===== src/design/fl_cfg_pkg.sv =====
`default_nettype none

package fl_cfg_pkg;

  // The buffer is organized as banks of rows.
  localparam int NUMVBNK = 4;
  localparam int BITVBNK = 2;
  localparam int NUMVROW = 16;
  localparam int BITVROW = 4;

  localparam int NUMADDR = NUMVBNK * NUMVROW;  // Every buffer address is one bank and row pair.
  localparam int BITADDR = BITVBNK + BITVROW;

  // The free count has to reach NUMADDR itself, so it takes one more bit than the address.
  localparam int BITCNT = $clog2(NUMADDR + 1);

endpackage

`default_nettype wire

===== src/design/fl_types_pkg.sv =====
`default_nettype none

package fl_types_pkg;

  // Bank in the upper bits, row in the lower bits.
  typedef struct packed {
    logic [fl_cfg_pkg::BITVBNK-1:0] bank;
    logic [fl_cfg_pkg::BITVROW-1:0] row;
  } fl_bank_row_s;

  // A buffer address. The free list stores and hands out the flat word,
  // and the write port toward the banks decodes the same bits as bank and row.
  typedef union packed {
    logic [fl_cfg_pkg::BITADDR-1:0] flat;
    fl_bank_row_s                   bank_row;
  } fl_addr_u;

endpackage

`default_nettype wire


===== src/design/fl_req_if.sv =====
`timescale 1ns/1ps
`default_nettype none

// Registered request strobes from the input stage and ready back from the list controller.
interface fl_req_if ();
  import fl_types_pkg::*;

  logic     alloc;     // One pop per cycle.
  logic     free_vld;  // One push per cycle.
  fl_addr_u free_adr;
  logic     ready;     // High once the init sweep has filled the list.

  modport stage (
    output alloc,
    output free_vld,
    output free_adr,
    input  ready
  );

  modport ctrl (
    input  alloc,
    input  free_vld,
    input  free_adr,
    output ready
  );

endinterface

`default_nettype wire


===== src/design/fl_alloc_top.sv =====
`timescale 1ns/1ps
`default_nettype none

module fl_alloc_top (
  input  logic                           clk,
  input  logic                           rst_n,
  input  logic                           malloc,
  input  logic                           dq_vld,
  input  logic [fl_cfg_pkg::BITADDR-1:0] dq_adr,
  input  logic [fl_cfg_pkg::BITCNT-1:0]  bp_thr,
  input  logic [fl_cfg_pkg::BITCNT-1:0]  bp_hys,
  output logic                           ma_vld,
  output logic [fl_cfg_pkg::BITADDR-1:0] ma_adr,
  output logic                           ma_bp,
  output logic                           alloc_err,
  output logic [fl_cfg_pkg::BITCNT-1:0]  fl_cnt,
  output logic                           pwrite,
  output logic [fl_cfg_pkg::BITVBNK-1:0] pwrbadr,
  output logic [fl_cfg_pkg::BITVROW-1:0] pwrradr,
  output logic                           ready
);
  import fl_cfg_pkg::*;
  import fl_types_pkg::*;

  fl_req_if req_bus ();

  logic               mem_wr;
  logic [BITADDR-1:0] mem_wr_adr;
  logic [BITADDR-1:0] mem_wr_din;
  logic               mem_rd;
  logic [BITADDR-1:0] mem_rd_adr;
  logic [BITADDR-1:0] mem_rd_dout;
  fl_addr_u           ma_adr_u;
  logic               push_vld;
  fl_addr_u           push_adr;

  assign ma_adr = ma_adr_u.flat;
  assign ready  = req_bus.ready;

  fl_req_stage u_req_stage (
    .clk       (clk),
    .rst_n     (rst_n),
    .malloc    (malloc),
    .dq_vld    (dq_vld),
    .dq_adr    (dq_adr),
    .cnt       (fl_cnt),
    .alloc_err (alloc_err),
    .req       (req_bus.stage)
  );

  fl_list_ctrl u_list_ctrl (
    .clk     (clk),
    .rst_n   (rst_n),
    .req     (req_bus.ctrl),
    .wr      (mem_wr),
    .wr_adr  (mem_wr_adr),
    .wr_din  (mem_wr_din),
    .rd      (mem_rd),
    .rd_adr  (mem_rd_adr),
    .rd_dout (mem_rd_dout),
    .ma_vld  (ma_vld),
    .ma_adr  (ma_adr_u),
    .cnt     (fl_cnt),
    .pwrite  (push_vld),
    .pw_adr  (push_adr)
  );

  fl_mem_1r1w u_mem (
    .clk     (clk),
    .wr      (mem_wr),
    .wr_adr  (mem_wr_adr),
    .wr_din  (mem_wr_din),
    .rd      (mem_rd),
    .rd_adr  (mem_rd_adr),
    .rd_dout (mem_rd_dout)
  );

  fl_bp_gen u_bp_gen (
    .clk       (clk),
    .rst_n     (rst_n),
    .cnt       (fl_cnt),
    .bp_thr    (bp_thr),
    .bp_hys    (bp_hys),
    .pwrite_in (push_vld),
    .pw_adr    (push_adr),
    .ma_bp     (ma_bp),
    .pwrite    (pwrite),
    .pwrbadr   (pwrbadr),
    .pwrradr   (pwrradr)
  );

endmodule

`default_nettype wire


===== src/design/fl_bp_gen.sv =====
`timescale 1ns/1ps
`default_nettype none

module fl_bp_gen (
  input  logic                           clk,
  input  logic                           rst_n,
  input  logic [fl_cfg_pkg::BITCNT-1:0]  cnt,
  input  logic [fl_cfg_pkg::BITCNT-1:0]  bp_thr,
  input  logic [fl_cfg_pkg::BITCNT-1:0]  bp_hys,
  input  logic                           pwrite_in,
  input  fl_types_pkg::fl_addr_u         pw_adr,
  output logic                           ma_bp,
  output logic                           pwrite,
  output logic [fl_cfg_pkg::BITVBNK-1:0] pwrbadr,
  output logic [fl_cfg_pkg::BITVROW-1:0] pwrradr
);
  import fl_cfg_pkg::*;

  logic [BITCNT:0] release_lvl;
  logic            bp_set;
  logic            bp_clr;

  assign release_lvl = {1'b0, bp_thr} + {1'b0, bp_hys};  // Carry bit kept for large settings.
  assign bp_set      = cnt < bp_thr;
  assign bp_clr      = {1'b0, cnt} >= release_lvl;

  always_ff @(posedge clk or negedge rst_n) begin
    if (!rst_n) begin
      ma_bp  <= 1'b0;
      pwrite <= 1'b0;
    end else begin
      // Between the two levels the previous state holds.
      if (bp_set) begin
        ma_bp <= 1'b1;
      end else if (bp_clr) begin
        ma_bp <= 1'b0;
      end
      pwrite <= pwrite_in;
    end
  end

  // The freed address goes out split as bank and row.
  always_ff @(posedge clk) begin
    if (pwrite_in) begin
      pwrbadr <= pw_adr.bank_row.bank;
      pwrradr <= pw_adr.bank_row.row;
    end
  end

  // Once the count reaches the release level, back-pressure is gone on the next cycle.
  a_bp_release : assert property (
    @(posedge clk) disable iff (!rst_n)
    ({1'b0, cnt} >= ({1'b0, bp_thr} + {1'b0, bp_hys})) |=> !ma_bp
  );

endmodule

`default_nettype wire


===== src/design/fl_list_ctrl.sv =====
`timescale 1ns/1ps
`default_nettype none

module fl_list_ctrl (
  input  logic                           clk,
  input  logic                           rst_n,
  fl_req_if.ctrl                         req,
  output logic                           wr,
  output logic [fl_cfg_pkg::BITADDR-1:0] wr_adr,
  output logic [fl_cfg_pkg::BITADDR-1:0] wr_din,
  output logic                           rd,
  output logic [fl_cfg_pkg::BITADDR-1:0] rd_adr,
  input  logic [fl_cfg_pkg::BITADDR-1:0] rd_dout,
  output logic                           ma_vld,
  output fl_types_pkg::fl_addr_u         ma_adr,
  output logic [fl_cfg_pkg::BITCNT-1:0]  cnt,
  output logic                           pwrite,
  output fl_types_pkg::fl_addr_u         pw_adr
);
  import fl_cfg_pkg::*;
  import fl_types_pkg::*;

  logic               ready_q;
  logic [BITCNT-1:0]  sweep;
  logic               sweep_wr;
  logic [BITADDR-1:0] head;
  logic [BITADDR-1:0] tail;
  logic [BITCNT-1:0]  cnt_q;
  logic               pop_q;

  function automatic logic [BITADDR-1:0] ptr_inc(input logic [BITADDR-1:0] ptr);
    logic [BITADDR-1:0] nxt;
    if (ptr == BITADDR'(NUMADDR - 1)) begin
      nxt = '0;
    end else begin
      nxt = ptr + 1'b1;
    end
    return nxt;
  endfunction

  // The sweep writes address i to slot i, one slot per cycle.
  assign sweep_wr = !ready_q && (sweep != BITCNT'(NUMADDR));

  assign req.ready = ready_q;

  // Pushes only arrive after ready, so they never compete with the sweep.
  assign wr     = sweep_wr || req.free_vld;
  assign wr_adr = sweep_wr ? sweep[BITADDR-1:0] : tail;
  assign wr_din = sweep_wr ? sweep[BITADDR-1:0] : req.free_adr.flat;

  assign rd     = req.alloc;
  assign rd_adr = head;

  // The popped address leaves the memory one cycle after the read is issued.
  assign ma_vld      = pop_q;
  assign ma_adr.flat = rd_dout;

  assign cnt = cnt_q;

  assign pwrite = req.free_vld;
  assign pw_adr = req.free_adr;

  always_ff @(posedge clk or negedge rst_n) begin
    if (!rst_n) begin
      ready_q <= 1'b0;
      sweep   <= '0;
      head    <= '0;
      tail    <= '0;
      cnt_q   <= BITCNT'(NUMADDR);  // Every address is free, the sweep only writes them down.
      pop_q   <= 1'b0;
    end else begin
      if (!ready_q) begin
        if (sweep_wr) begin
          sweep <= sweep + 1'b1;
        end else begin
          ready_q <= 1'b1;
        end
      end

      pop_q <= req.alloc;

      if (req.alloc) begin
        head <= ptr_inc(head);
      end
      if (req.free_vld) begin
        tail <= ptr_inc(tail);  // After a full sweep the tail has wrapped back onto the head.
      end

      case ({req.alloc, req.free_vld})
        2'b10:   cnt_q <= cnt_q - 1'b1;
        2'b01:   cnt_q <= cnt_q + 1'b1;
        default: cnt_q <= cnt_q;  // A pop and a push together cancel out.
      endcase
    end
  end

  // The request stage must have refused a malloc that finds the list empty.
  a_no_pop_empty : assert property (
    @(posedge clk) disable iff (!rst_n)
    req.alloc |-> (cnt_q != '0)
  );

  // Frees beyond the buffer size mean an address was returned twice.
  a_cnt_range : assert property (
    @(posedge clk) disable iff (!rst_n)
    cnt_q <= BITCNT'(NUMADDR)
  );

endmodule

`default_nettype wire


===== src/design/fl_mem_1r1w.sv =====
`timescale 1ns/1ps
`default_nettype none

module fl_mem_1r1w (
  input  logic                           clk,
  input  logic                           wr,
  input  logic [fl_cfg_pkg::BITADDR-1:0] wr_adr,
  input  logic [fl_cfg_pkg::BITADDR-1:0] wr_din,
  input  logic                           rd,
  input  logic [fl_cfg_pkg::BITADDR-1:0] rd_adr,
  output logic [fl_cfg_pkg::BITADDR-1:0] rd_dout
);
  import fl_cfg_pkg::*;

  logic [BITADDR-1:0] mem [NUMADDR];

  // Registered read. A write to the same slot in the same cycle is seen on the next read only.
  always_ff @(posedge clk) begin
    if (wr) begin
      mem[wr_adr] <= wr_din;
    end
    if (rd) begin
      rd_dout <= mem[rd_adr];
    end
  end

  // Head and tail only meet on an empty or a full list. The request stage never pops
  // an empty list and a full list has nothing left to free.
  a_no_rw_collision : assert property (
    @(posedge clk)
    (rd && wr) |-> (rd_adr != wr_adr)
  );

endmodule

`default_nettype wire


===== src/design/fl_req_stage.sv =====
`timescale 1ns/1ps
`default_nettype none

module fl_req_stage (
  input  logic                          clk,
  input  logic                          rst_n,
  input  logic                          malloc,
  input  logic                          dq_vld,
  input  logic [fl_cfg_pkg::BITADDR-1:0] dq_adr,
  input  logic [fl_cfg_pkg::BITCNT-1:0]  cnt,
  output logic                          alloc_err,
  fl_req_if.stage                       req
);
  import fl_cfg_pkg::*;
  import fl_types_pkg::*;

  logic     alloc_q;
  logic     free_vld_q;
  fl_addr_u free_adr_q;
  logic     empty;

  // A pop registered last cycle has not reached the count yet, so it still
  // holds one of the counted addresses.
  assign empty = cnt <= BITCNT'(alloc_q);

  always_ff @(posedge clk or negedge rst_n) begin
    if (!rst_n) begin
      alloc_q    <= 1'b0;
      free_vld_q <= 1'b0;
      alloc_err  <= 1'b0;
    end else begin
      // Nothing is accepted before the list has been swept.
      alloc_q    <= malloc && req.ready && !empty;
      alloc_err  <= malloc && req.ready && empty;
      free_vld_q <= dq_vld && req.ready;
    end
  end

  always_ff @(posedge clk) begin
    if (dq_vld) begin
      free_adr_q.flat <= dq_adr;
    end
  end

  assign req.alloc    = alloc_q;
  assign req.free_vld = free_vld_q;
  assign req.free_adr = free_adr_q;

  // A malloc either gets an address or an error, never both.
  a_alloc_xor_err : assert property (
    @(posedge clk) disable iff (!rst_n)
    !(alloc_q && alloc_err)
  );

endmodule

`default_nettype wire


===== config.mk =====
export PLATFORM = sky130hd
export DESIGN_NAME = fl_alloc_top
export DESIGN_NICKNAME = d
export VERILOG_FILES = /design/src/design/fl_cfg_pkg.sv /design/src/design/fl_types_pkg.sv /design/src/design/fl_req_if.sv /design/src/design/fl_alloc_top.sv /design/src/design/fl_bp_gen.sv /design/src/design/fl_list_ctrl.sv /design/src/design/fl_mem_1r1w.sv /design/src/design/fl_req_stage.sv
export SDC_FILE = /design/constraint.sdc
export NUM_CORES = 1
export LEC_CHECK = 0
export CAP_MARGIN = 10
export CORE_ASPECT_RATIO = 1.1
export CORE_MARGIN = 2
export CORE_UTILIZATION = 50
export DETAILED_ROUTE_END_ITERATION = 7
export DONT_BUFFER_PORTS = 1
export HOLD_SLACK_MARGIN = 0.12
export SYNTH_ARGS = -nofsm -noshare
export SYNTH_HDL_FRONTEND = slang
export SYNTH_SLANG_ARGS = --single-unit
export TNS_END_PERCENT = 100

===== constraint.sdc =====
create_clock -name clk -period 6.35 [get_ports clk]
set_input_delay 1.27 -clock clk [delete_from_list [all_inputs] [get_ports clk]]
set_output_delay 1.27 -clock clk [all_outputs]
set_load 0.02 [all_outputs]

==> results_dict.tcl <==
set metrics [dict create \
    p_total_w 0.00557 \
    p_per_area_nw_per_um2 282 \
    grt_max_degree 65 \
    dp_hpwl_um 22800 \
    drive_above_1_share_pct 17.5 \
    drc_errors 0 \
    crit_type "input port to flip-flop" \
    dieHeight_um 202 \
    yosys.area_share.adder_pct 2.39 \
    synth_edf_count 402 \
    drtIter0Drc 702 \
    netlist_top_cells_area "edfxtp_1, mux4_2, dfrtp_1" \
    p_leak_nw 6.11 \
    route.vias.total 8920 \
    status "finished clean" \
    syn_avg_cell_area_sq_um 17.7 \
    fin_nets 1079 \
    synthCells 1008 \
    met1Wirelength_um 16600 \
    layout_common_cells "edfxtp_1, mux4_2, nor2_1, nand2_1, clkbuf_16" \
    cts.clk_slew.worst_paths_ns 0.06 \
    slowest_stage "fa_1" \
    tns_ns 0 \
    rsz0062_at_grt "no" \
    cts_setup_buffers 0 \
    max-slew-margin-rel_pct 32.5 \
    reg2reg_setup_slack_ns 3.22 \
    async_flop_share_pct 7.59 \
    synthSimpleGateAreaFrac_pct 5.31 \
    finalMaxSlewViolations 0 \
    gp_congestion 0.810 \
    clock_latency_ns 0.55 \
    cts_tree "done" \
    ys_seq_area_share_pct 72.2 \
    hp-class "input port to async pin" \
    finalSetupViolCount 0 \
    maxCapViolCount 0 \
    irDropWorstVdd_uv 197 \
    wl_met3_um 1820 \
    synth_xor_area_share_pct 1.03 \
    wl_met2_um 18100 \
    routed_wl_um 37400 \
    worst_slew_pin_slew_ns 1.01 \
    die_area_sq_um 37300 \
    cts.hold.buffers_added 0 \
    yosys_warnings 0 \
    htreeDepth 2 \
    syn_to_final_growth_pct 10.4 \
    detail_route.wl_per_cell_um 24.3 \
    fin_skew_ns 0.0174 \
    arrival_ns 3.54 \
    io_buffers 0 \
    layout_min_cycle_time_ns 3.14 \
    synth_top_area_share_pct 67.6 \
    top_layer_used "met4" \
    worst_ep_required_time_ns 6.75 \
    yosys.area.top_type "edfxtp_1" \
    crit_chain "ha_1 -> fa_1 -> a21o_1 -> a21oi_1 -> o21bai_1 -> a21oi_1 -> xor2_1 -> ha_1 -> nand4_1 -> a21o_1 -> a31oi_1 -> o221ai_1" \
    synth_cell_type_count 57 \
    num_io_pins 48 \
    numCtsBuffers 44 \
    cpPeakStageDelay_ns 0.42 \
    synth-main-ff-cell "edfxtp_1" \
    final_area_sq_um 19700 \
    start_util_pct 50.7 \
    synth-compound-area-share_pct 5.06 \
    antenna_found_initial 0 \
    clock_sinks 435 \
    hold-worst-slack_ns 0.423 \
    crit_family "compound AO/OA/AOI/OAI gates" \
    avgViaCountPerCell 5.80 \
    grt_first_pass_wirelength_um 56600 \
    clock_path_buffers 3 \
    firstDrtPassIters 5 \
    cp-end-kind "flip-flop" \
    synth_top_family_by_area "multiplexers" \
    gr-total-overflow 0 \
    place_area_sq_um 18400 \
    fin_crit_sh_pct 49.5 \
    syn_nets 1065 \
    hold_viol 0 \
    crit_path_start_kind "input port" \
    crit_buf_inv 0 \
    die_w_um 184 \
    ys_ff_latch 435 \
    cts.repair.resized 0 \
    layout.cells.most_common "edfxtp_1" \
    core_area_sq_um 35200 \
    ant_nets 0 \
    diodes 0 \
    max_freq_mhz 318 \
    rows 72 \
    grt_usage_pct 20.6 \
    synthMuxAreaShare_pct 12.2 \
    grt_pass1_vias 9025 \
    cts_root_buffer "clkbuf_16" \
    crit_fanout 3 \
    synth_area_sq_um 17900 \
]
==> through the flow <==
step | util (%) | setup slack (ns) | std cells
after floorplan | - | 1.81 | 1008
after global placement | 52.1 | 2.71 | 1457
after detailed placement | 52.1 | 2.61 | 1457
after CTS | 56.0 | 3.17 | 1538
after global routing | 56.0 | 2.91 | 1538
final | 56.0 | 3.21 | 1538
==> path summary, 6_finish.rpt <==
| check | startpoint | endpoint | depth (start not counted) |
|---|---|---|---|
| worst max-delay path | bp_thr[0] | u_bp_gen.ma_bp | 12 |
| worst min-delay path | rst_n | u_list_ctrl.sweep[0] | 0 |
| worst max register to register | u_list_ctrl.rd_adr[0] | u_mem.rd_dout[2] | 5 |
| worst min register to register | u_req_stage.req.free_adr[5] | u_bp_gen.pwrbadr[1] | 0 |
| max in group asynchronous | rst_n | u_list_ctrl.cnt[6] | 0 |
| min in group clk | u_req_stage.req.free_adr[5] | u_bp_gen.pwrbadr[1] | 0 |
==> cell usage after synthesis, types with 3 or more instances <==
cell type    n
inv_1       18
a211oi_1    23
nand4_1      5
and2_1       3
o22ai_1     19
nor2b_1      6
dfrtp_1     32
xor2_1       5
o21ai_0     14
nor4_1       3
nand3_1     17
a31oi_1      5
o21ai_1      3
o31ai_1      3
a22oi_1     24
buf_1        3
edfxtp_1   402
and4_1       7
ha_1        31
clkbuf_1    21
a21oi_1     18
buf_4        8
nand2b_1     7
nand2_1     59
xnor2_1     16
mux2i_1     37
nand2_2      8
nor2_1      78
buf_2        6
a21o_1       9
buf_6        6
mux4_2      78
mux2_2       5
==> cell type report <==
cell class                 count  area [sq um]
clock buffer                  59          1220
tap                          481           602
timing repair buffer          12           103
clock inverter                22           146
sequential                   435         12900
multi-input combinational    510          4670
fill                        2764         15500
inverter                      19          73.8
==> power by group <==
group          internal [W]  switching [W]  total (W)
Sequential          0.00309     0.00000185    0.00309
Clock               0.00139        0.00105    0.00244
Combinational     0.0000169      0.0000191  0.0000360
==> worst reg2reg max path, stage by stage (launching register included) <==
cell and delay (ns):
dfrtp_4 0.92, buf_4 0.64, mux4_2 0.60, a211oi_1 0.40, nand2_1 0.13, and4_1 0.22
==> flip-flops by register name, summed over array words and instances (netlist names), 2 cells and up <==
register / flops
u_mem.mem: 384
u_list_ctrl.cnt: 7
u_list_ctrl.sweep: 7
u_list_ctrl.rd_adr: 6
u_list_ctrl.tail: 6
u_mem.rd_dout: 6
u_req_stage.req.free_adr: 6
u_bp_gen.pwrradr: 4
u_bp_gen.pwrbadr: 2
==> cell families after synthesis <==
group / after synthesis
adders and majority gates: 33
AOI/OAI and AO/OA: 133
muxes: 120
xor gates and xnor gates: 21
buffers and inverters: 63
DFF: 435
and+or+nand+nor: 203
==> per-layer routing <==
| layer | vias up | track usage [%] |
|---|---|---|
| li1 | 4056 | - |
| met1 | 4592 | 29.6 |
| met2 | 217 | 33.0 |
| met3 | 55 | 3.44 |
| met4 | 0 | 5.80 |
| met5 | - | 0 |
Power figures use the tool's default switching activity.
